**config.mk**
```make
export PLATFORM = sky130hd
export DESIGN_NAME = logic_analyzer_top
export DESIGN_NICKNAME = d
export VERILOG_FILES = /design/src/rtl/la_pkg.sv /design/src/rtl/logic_analyzer_top.sv /design/src/rtl/la_readout.sv /design/src/rtl/la_capture_ctrl.sv /design/src/rtl/la_sample_ram.sv /design/src/rtl/la_trigger_match.sv
export VERILOG_INCLUDE_DIRS = /design/src /design/src/rtl
export SDC_FILE = /design/constraint.sdc
export NUM_CORES = 2
export LEC_CHECK = 0
export BUFFER_PORTS_ARGS = -buffer_cell sky130_fd_sc_hd__buf_2
export CORE_MARGIN = 5
export CORE_UTILIZATION = 60
export DETAILED_ROUTE_END_ITERATION = 8
export PLACE_DENSITY = 0.86
export SKIP_LAST_GASP = 1
export SLEW_MARGIN = 20
export SYNTH_ARGS = -nofsm -noshare
export SYNTH_HDL_FRONTEND = slang
export SYNTH_HIERARCHICAL = 1
export SYNTH_SLANG_ARGS = --single-unit
```
**constraint.sdc**
```tcl
create_clock -name i_cap_clk -period 11.1 [get_ports i_cap_clk]
set_clock_uncertainty 0.05 [all_clocks]
set_input_delay 0.555 -clock i_cap_clk [delete_from_list [all_inputs] [get_ports i_cap_clk]]
set_output_delay 0.555 -clock i_cap_clk [all_outputs]
set_load 0.005 [all_outputs]
```
**src/rtl/la_defs.svh**
```systemverilog
`ifndef LA_DEFS_SVH
`define LA_DEFS_SVH

// Probe bus width
`define LA_SAMPLE_W 32

// Sample buffer size
`define LA_DEPTH_LOG2 6
`define LA_DEPTH (1 << `LA_DEPTH_LOG2)

// Credits held by the readout after reset
`define LA_CREDITS 4

`endif
```
**src/rtl/la_pkg.sv**
```systemverilog
`include "la_defs.svh"

package la_pkg;

  // One probe sample
  typedef logic [`LA_SAMPLE_W-1:0] sample_t;

  // Sample buffer address that wraps at LA_DEPTH
  typedef logic [`LA_DEPTH_LOG2-1:0] ptr_t;

  // Capture FSM
  typedef enum logic [1:0] {
    IDLE,
    HISTORY,   // Filling pre-trigger history and counting repeats
    CAPTURE,   // Filling the rest of the window after the trigger
    FINISHED
  } cap_state_e;

endpackage

```
**src/rtl/logic_analyzer_top.sv**
```systemverilog
`timescale 1ns/100ps
`include "la_defs.svh"

module logic_analyzer_top (
  input  logic            i_cap_clk,
  input  logic            rst,
  input  la_pkg::sample_t i_cap_data,
  input  logic            i_ext_trig,
  input  la_pkg::sample_t i_trig_value,
  input  la_pkg::sample_t i_trig_mask,
  input  la_pkg::sample_t i_trig_edge,
  input  la_pkg::sample_t i_trig_both,
  input  logic [31:0]     i_pre_count,
  input  logic [31:0]     i_repeat_count,
  input  logic            i_force,
  input  logic            i_enable,
  input  logic            i_read_start,
  input  logic            i_credit_ret,
  output logic            o_rd_valid,
  output la_pkg::sample_t o_rd_data,
  output logic            o_read_done,
  output logic            o_finished,
  output la_pkg::ptr_t    o_capture_start
);

  logic            match;
  logic            wr_en;
  la_pkg::ptr_t    wr_addr;
  la_pkg::sample_t wr_data;
  la_pkg::ptr_t    rd_addr;
  la_pkg::sample_t ram_data;

  la_trigger_match u_trig (
    .i_cap_clk    (i_cap_clk),
    .rst          (rst),
    .i_cap_data   (i_cap_data),
    .i_trig_value (i_trig_value),
    .i_trig_mask  (i_trig_mask),
    .i_trig_edge  (i_trig_edge),
    .i_trig_both  (i_trig_both),
    .o_match      (match)
  );

  la_capture_ctrl u_ctrl (
    .i_cap_clk       (i_cap_clk),
    .rst             (rst),
    .i_cap_data      (i_cap_data),
    .i_match         (match),
    .i_ext_trig      (i_ext_trig),
    .i_force         (i_force),
    .i_enable        (i_enable),
    .i_pre_count     (i_pre_count),
    .i_repeat_count  (i_repeat_count),
    .o_wr_en         (wr_en),
    .o_wr_addr       (wr_addr),
    .o_wr_data       (wr_data),
    .o_finished      (o_finished),
    .o_capture_start (o_capture_start)
  );

  la_sample_ram u_ram (
    .i_cap_clk (i_cap_clk),
    .i_wr_en   (wr_en),
    .i_wr_addr (wr_addr),
    .i_wr_data (wr_data),
    .i_rd_addr (rd_addr),
    .o_rd_data (ram_data)
  );

  la_readout u_rdout (
    .i_cap_clk       (i_cap_clk),
    .rst             (rst),
    .i_finished      (o_finished),
    .i_capture_start (o_capture_start),
    .i_read_start    (i_read_start),
    .i_credit_ret    (i_credit_ret),
    .i_ram_data      (ram_data),
    .o_rd_addr       (rd_addr),
    .o_rd_valid      (o_rd_valid),
    .o_rd_data       (o_rd_data),
    .o_read_done     (o_read_done)
  );

endmodule

```
**src/rtl/la_readout.sv**
```systemverilog
`timescale 1ns/100ps
`include "la_defs.svh"

module la_readout (
  input  logic            i_cap_clk,
  input  logic            rst,
  input  logic            i_finished,
  input  la_pkg::ptr_t    i_capture_start,
  input  logic            i_read_start,
  input  logic            i_credit_ret,
  input  la_pkg::sample_t i_ram_data,
  output la_pkg::ptr_t    o_rd_addr,
  output logic            o_rd_valid,
  output la_pkg::sample_t o_rd_data,
  output logic            o_read_done
);

  localparam int CRED_W = $clog2(`LA_CREDITS + 1);
  localparam int CNT_W  = `LA_DEPTH_LOG2 + 1;

  logic [CRED_W-1:0] credits;
  logic [CNT_W-1:0]  remaining;
  la_pkg::ptr_t      rd_ptr;
  logic              busy;
  logic              issue;
  logic              last_valid;

  // Never issue without a credit
  assign issue = busy & (remaining != '0) & (credits != '0);

  // Valid of the final issue arrives after remaining has hit zero
  assign last_valid = busy & o_rd_valid & (remaining == '0);

  assign o_rd_addr = rd_ptr;
  assign o_rd_data = i_ram_data;

  always_ff @(posedge i_cap_clk) begin
    if (rst) begin
      credits <= CRED_W'(`LA_CREDITS);
    end else begin
      // Issue and return in one cycle cancel out
      credits <= credits + CRED_W'(i_credit_ret) - CRED_W'(issue);
    end
  end

  always_ff @(posedge i_cap_clk) begin
    if (rst) begin
      busy      <= 1'b0;
      rd_ptr    <= '0;
      remaining <= '0;
    end else if (!busy && i_finished && i_read_start) begin
      busy      <= 1'b1;
      rd_ptr    <= i_capture_start;
      remaining <= CNT_W'(`LA_DEPTH);
    end else if (issue) begin
      rd_ptr    <= rd_ptr + 1'b1;     // Wraps around the ring
      remaining <= remaining - 1'b1;
    end else if (last_valid) begin
      busy <= 1'b0;
    end
  end

  // Match the memory's read latency
  always_ff @(posedge i_cap_clk) begin
    if (rst) begin
      o_rd_valid  <= 1'b0;
      o_read_done <= 1'b0;
    end else begin
      o_rd_valid  <= issue;
      o_read_done <= last_valid;
    end
  end

endmodule

```
**src/rtl/la_capture_ctrl.sv**
```systemverilog
`timescale 1ns/100ps
`include "la_defs.svh"

module la_capture_ctrl (
  input  logic            i_cap_clk,
  input  logic            rst,
  input  la_pkg::sample_t i_cap_data,
  input  logic            i_match,
  input  logic            i_ext_trig,
  input  logic            i_force,
  input  logic            i_enable,
  input  logic [31:0]     i_pre_count,
  input  logic [31:0]     i_repeat_count,
  output logic            o_wr_en,
  output la_pkg::ptr_t    o_wr_addr,
  output la_pkg::sample_t o_wr_data,
  output logic            o_finished,
  output la_pkg::ptr_t    o_capture_start
);

  localparam int HIST_W = `LA_DEPTH_LOG2 + 1;
  localparam logic [HIST_W-1:0] HIST_MAX = HIST_W'(`LA_DEPTH);

  la_pkg::cap_state_e state;
  la_pkg::ptr_t       wr_ptr;
  la_pkg::ptr_t       trig_addr;
  la_pkg::ptr_t       pre_ptr;
  la_pkg::ptr_t       post_ptr;
  la_pkg::ptr_t       end_ptr;
  logic [HIST_W-1:0]  hist_cnt;
  logic [31:0]        rep_cnt;
  logic               armed;
  logic               count_evt;
  logic               fire;
  logic               at_end;

  // P is below LA_DEPTH, so the low bits carry all of it
  assign pre_ptr  = i_pre_count[`LA_DEPTH_LOG2-1:0];
  assign post_ptr = la_pkg::ptr_t'(`LA_DEPTH - 1) - pre_ptr;
  assign end_ptr  = trig_addr + post_ptr;

  // Enough history written before this cycle
  assign armed = {{(32 - HIST_W){1'b0}}, hist_cnt} >= i_pre_count;

  assign count_evt = armed & (i_match | i_ext_trig);

  // Force skips both the history wait and the repeat count
  assign fire = i_force | (count_evt & (rep_cnt == i_repeat_count));

  assign at_end = (state == la_pkg::CAPTURE) & (wr_ptr == end_ptr);

  // Every enabled cycle writes until the window is complete
  assign o_wr_en   = i_enable & (state != la_pkg::FINISHED);
  assign o_wr_addr = wr_ptr;
  assign o_wr_data = i_cap_data;

  assign o_finished      = (state == la_pkg::FINISHED);
  assign o_capture_start = trig_addr - pre_ptr;   // Oldest sample in window

  always_ff @(posedge i_cap_clk) begin
    if (rst) begin
      state     <= la_pkg::IDLE;
      wr_ptr    <= '0;
      hist_cnt  <= '0;
      rep_cnt   <= '0;
      trig_addr <= '0;
    end else if (!i_enable) begin
      // Dropping enable aborts or releases a capture
      state    <= la_pkg::IDLE;
      wr_ptr   <= '0;
      hist_cnt <= '0;
      rep_cnt  <= '0;
    end else begin
      case (state)
        la_pkg::IDLE, la_pkg::HISTORY: begin
          wr_ptr <= wr_ptr + 1'b1;
          if (hist_cnt != HIST_MAX) begin
            hist_cnt <= hist_cnt + 1'b1;  // Saturates once history is surely full
          end
          if (fire) begin
            trig_addr <= wr_ptr;
            // P = LA_DEPTH-1 makes the trigger sample the last one
            state <= (post_ptr == '0) ? la_pkg::FINISHED : la_pkg::CAPTURE;
          end else begin
            state <= la_pkg::HISTORY;
            if (count_evt) begin
              rep_cnt <= rep_cnt + 1'b1;
            end
          end
        end

        la_pkg::CAPTURE: begin
          wr_ptr <= wr_ptr + 1'b1;
          if (at_end) begin
            state <= la_pkg::FINISHED;
          end
        end

        la_pkg::FINISHED: begin
          state <= la_pkg::FINISHED;    // Held until enable falls
        end

        default: begin
          state <= la_pkg::IDLE;
        end
      endcase
    end
  end

endmodule

```
**src/rtl/la_sample_ram.sv**
```systemverilog
`timescale 1ns/100ps
`include "la_defs.svh"

module la_sample_ram (
  input  logic            i_cap_clk,
  input  logic            i_wr_en,
  input  la_pkg::ptr_t    i_wr_addr,
  input  la_pkg::sample_t i_wr_data,
  input  la_pkg::ptr_t    i_rd_addr,
  output la_pkg::sample_t o_rd_data
);

  la_pkg::sample_t mem [`LA_DEPTH];

  always_ff @(posedge i_cap_clk) begin
    if (i_wr_en) begin
      mem[i_wr_addr] <= i_wr_data;
    end
  end

  // One cycle read latency
  always_ff @(posedge i_cap_clk) begin
    o_rd_data <= mem[i_rd_addr];
  end

endmodule

```
**src/rtl/la_trigger_match.sv**
```systemverilog
`timescale 1ns/100ps
`include "la_defs.svh"

module la_trigger_match (
  input  logic            i_cap_clk,
  input  logic            rst,
  input  la_pkg::sample_t i_cap_data,
  input  la_pkg::sample_t i_trig_value,
  input  la_pkg::sample_t i_trig_mask,
  input  la_pkg::sample_t i_trig_edge,
  input  la_pkg::sample_t i_trig_both,
  output logic            o_match
);

  la_pkg::sample_t prev_data;
  la_pkg::sample_t bit_hit;

  // Last cycle's sample for edge detection
  always_ff @(posedge i_cap_clk) begin
    if (rst) begin
      prev_data <= '0;
    end else begin
      prev_data <= i_cap_data;
    end
  end

  for (genvar i = 0; i < `LA_SAMPLE_W; i++) begin : g_bit
    logic rise;
    logic fall;
    logic edge_hit;
    logic level_hit;

    assign rise = i_cap_data[i] & ~prev_data[i];
    assign fall = ~i_cap_data[i] & prev_data[i];

    // Value bit picks the direction unless both edges are enabled
    assign edge_hit = (i_trig_both[i] & (rise | fall)) |
                      (i_trig_value[i] & rise) |
                      (~i_trig_value[i] & fall);

    assign level_hit = ~(i_cap_data[i] ^ i_trig_value[i]);

    assign bit_hit[i] = ~i_trig_mask[i] |                      // Masked bits always match
                        (i_trig_edge[i] ? edge_hit : level_hit);
  end

  assign o_match = &bit_hit;

endmodule

```
==> results.cfg <==
[run_status]
outcome = finished, final reports clean

[global_routing]
global_route_wire_length_before_repair_mm = 360
grt_antenna_before_repair = 11
first_global_vias = 49616
grt_max_degree = 135
grt.overflow.total = 0
groute.usage.overall = 0.336

[sta]
fmax_mhz = 212
finalWorstSetupSlack_ps = 6380
drv_slew = 0
timing.slew.headroom = 0.219
grt_setup_unrepaired = false
setup_tns_ps = 0
final.period_utilization = 0.425
final-hold-violation-count = 0
period_minus_slack_ps = 4720
setup_viol = 0
worst_pin_slew_ps = 1170

[worst_setup_path]
worst-endpoint-required_ps = 11700
critical_path_peak_fanout = 113
critPathKind = register to register
crit_start = u_rdout/o_rd_addr[0]$_SDFFE_PP0P_
start_kind = register
worstSetupEndpointType = register
beginning_of_the_worst_register_to_register_path = u_rdout/o_rd_addr[0]$_SDFFE_PP0P_
worstPathArrival_ps = 5310

[routing]
first_pass_iters = 6
route.antenna.remaining_nets = 0
highest-signal-layer = met5
routed_wirelength_mm = 254
detailroute.via_count = 48147
routedLengthMet1_mm = 78.0
detailedRoute.firstIterationViolations = 7792
route.detailed.wl_per_inst_um = 38.1
drt-vias-per-instance = 7.21
wl_met2_mm = 123
routed-wl-met3_mm = 34.7
post-route-drc-count = 0

[finish]
areaGrowthSynthToFinish_pct = 11.8
post_route_cells_drive_above_1_share = 0.274
layout_nets = 4924

[die]
die_area_sq_um = 152000
die_height_um = 390
floorplan.initialDensity = 0.603
fp.coreArea_sq_um = 143000
top_level_ports = 272
die_w_um = 390
row_count = 139

[yosys]
synth-seq-cells = 2184
synth_xor_xnor_area_share = 0.0106
synthDominantCellAreaShare = 0.711
post_synth_main_area_contributors = edfxtp_1 (71%), mux4_2 (14%), dfxtp_1 (3.1%)
yosysWarningCount = 6
synthMuxAreaShare = 0.156
synth.most_common_cell = edfxtp_1
yosys-top-cells-count = edfxtp_1 (2,048), mux4_2 (544), nor2_1 (220), dfxtp_1 (136), mux2i_1 (127)
synth_async_sr_flop_share = 0
netlist.top_cell.by_area = edfxtp_1
syn_nets = 4608
post_synth_and_or_nand_nor_area_fraction = 0.0333
dominant_combinational_cell_family_by_area_after_synthesis = multiplexers
syn-instance-count = 4288
compound_gate_fraction_of_synth_area = 0.0230
primary_flip_flop_cell_chosen_by_synthesis_mapping = edfxtp_1
synth_area_per_cell_sq_um = 20.2
count_of_flip_flops_with_a_built_in_enable_after_synthesis = 2048
post_synth_num_cell_types = 75
yosys.area_share.adder = 0.0131
synth-seq-area-share = 0.742
synthesis.area_sq_um = 86500

[power]
vdd_ir_drop_max_v = 0.000188
leakage_uw = 0.0304
p_per_area_nw_per_um2 = 170

[cts]
cts_root_buffer = clkbuf_16
post-cts-setup-buffers = 0
cts.sinks = 2184
clkLatencyLatePin_ps = 830
worst_setup_hold_path_clk_slew_ps = 70
tritoncts = yes
clk_path_buf_depth = 3
htreeDepth = 4
cts_buffers = 199

[worst_hold_path]
hold_path.class = primary input to register
hold_path_startpoint = i_force

[placement]
pre_cts_slack_ps = 5610
io_buffers = 271
gp_congestion = 0.878
detailedPlacementHpwl_mm = 127

[job]
drv_cap = 0
-- logic make-up (layout without fill, tap and decap cells) --
| kind of cell | count (synthesis) | count (layout) |
|---|---|---|
| mux | 671 | 671 |
| xor+xnor | 105 | 105 |
| compound gates | 307 | 307 |
| flops | 2184 | 2184 |
| fa+ha+maj | 89 | 89 |
| buf+inv | 370 | 855 |
| simple gates | 562 | 562 |
| other cells | 0 | 1 |
-- worst max-delay path, stage by stage (launching register included) --
cell and delay [ps]:
dfxtp_4 920, buf_4 710, buf_12 660, mux4_2 690, mux4_2 500, o22ai_1 570, nor2_1 240
-- per-stage QoR --
stage	instance area (sq um)	hold WS [ps]	instances	power, uW	util
floorplan	86500	414	4288	9450	-
finish	96700	115	6677	16500	0.674
global placement	90200	432	6305	9610	0.629
global route	96700	94.2	6676	16900	0.674
detailed placement	90200	453	6305	9640	0.629
CTS	96700	68.3	6676	16500	0.674
-- layout make-up --
class / instances / area, sq um
clock buffer: 246 / 5270
tap: 1903 / 2380
sequential: 2184 / 64200
fill: 8176 / 46700
antenna: 1 / 2.50
timing repair buffer: 380 / 2320
multi-input combinational: 1734 / 20900
inverter: 105 / 394
clock inverter: 124 / 1210
-- layout by cell type, fill, tap and decap left out, drive strengths merged, types with 6 or more instances in the layout --
master | Yosys | final
a21oi | 93 | 93
a22oi | 14 | 14
a311oi | 8 | 8
and3 | 11 | 11
buf | 177 | 379
bufinv | 0 | 22
clkbuf | 88 | 246
clkinv | 2 | 86
clkinvlp | 0 | 6
dfxtp | 136 | 136
edfxtp | 2048 | 2048
ha | 86 | 86
inv | 103 | 115
mux2i | 127 | 127
mux4 | 544 | 544
nand2 | 61 | 61
nand2b | 36 | 36
nand3 | 29 | 29
nand3b | 29 | 29
nand4 | 51 | 51
nor2 | 220 | 220
nor2b | 22 | 22
nor3 | 29 | 29
nor3b | 6 | 6
nor4 | 20 | 20
o211ai | 9 | 9
o21ai | 30 | 30
o221ai | 32 | 32
o22ai | 89 | 89
or3 | 24 | 24
xnor2 | 29 | 29
xor2 | 76 | 76
-- worst paths after layout --
path	end	slack [ps]	cells after the start
setup / recovery	u_ram/o_rd_data[7]$_DFF_P_	6380	6
hold / removal	u_ctrl/state[0]$_SDFFE_PP0P_	120	3
setup reg to reg	u_ram/o_rd_data[7]$_DFF_P_	6380	6
hold reg to reg	u_rdout/remaining[6]$_SDFFE_PP0P_	460	2
-- where the power goes --
part	internal, uW	switching [uW]	total [uW]
registers	9030	18.7	9040
clock network	3890	3130	7020
logic	137	296	433
total	13000	3440	16500
-- metal layers --
| metal | global-route usage | up-vias |
|---|---|---|
| met5 | 0 | - |
| met1 | 0.418 | 23966 |
| li1 | - | 18091 |
| met2 | 0.543 | 4937 |
| met4 | 0.196 | 8 |
| met3 | 0.0850 | 1145 |
-- registers in the layout (all words and copies together) (netlist names) --
register	count
u_rdout/remaining	7
u_rdout/o_read_done	1
u_ctrl/hist_cnt	7
u_rdout/credits	3
u_rdout/busy	1
u_ctrl/o_wr_addr	6
u_ctrl/trig_addr	6
u_ctrl/rep_cnt	32
u_ctrl/state	2
u_rdout/o_rd_addr	6
u_rdout/o_rd_valid	1
u_ram/mem	2048
u_trig/prev_data	32
u_ram/o_rd_data	32
-- repair_timing --
action | CTS | global route
resized for setup | 0 | 0
hold buffers | 1 | 0
endpoints found under the hold margin | 1 | 0
Power figures use the tool's default switching activity.
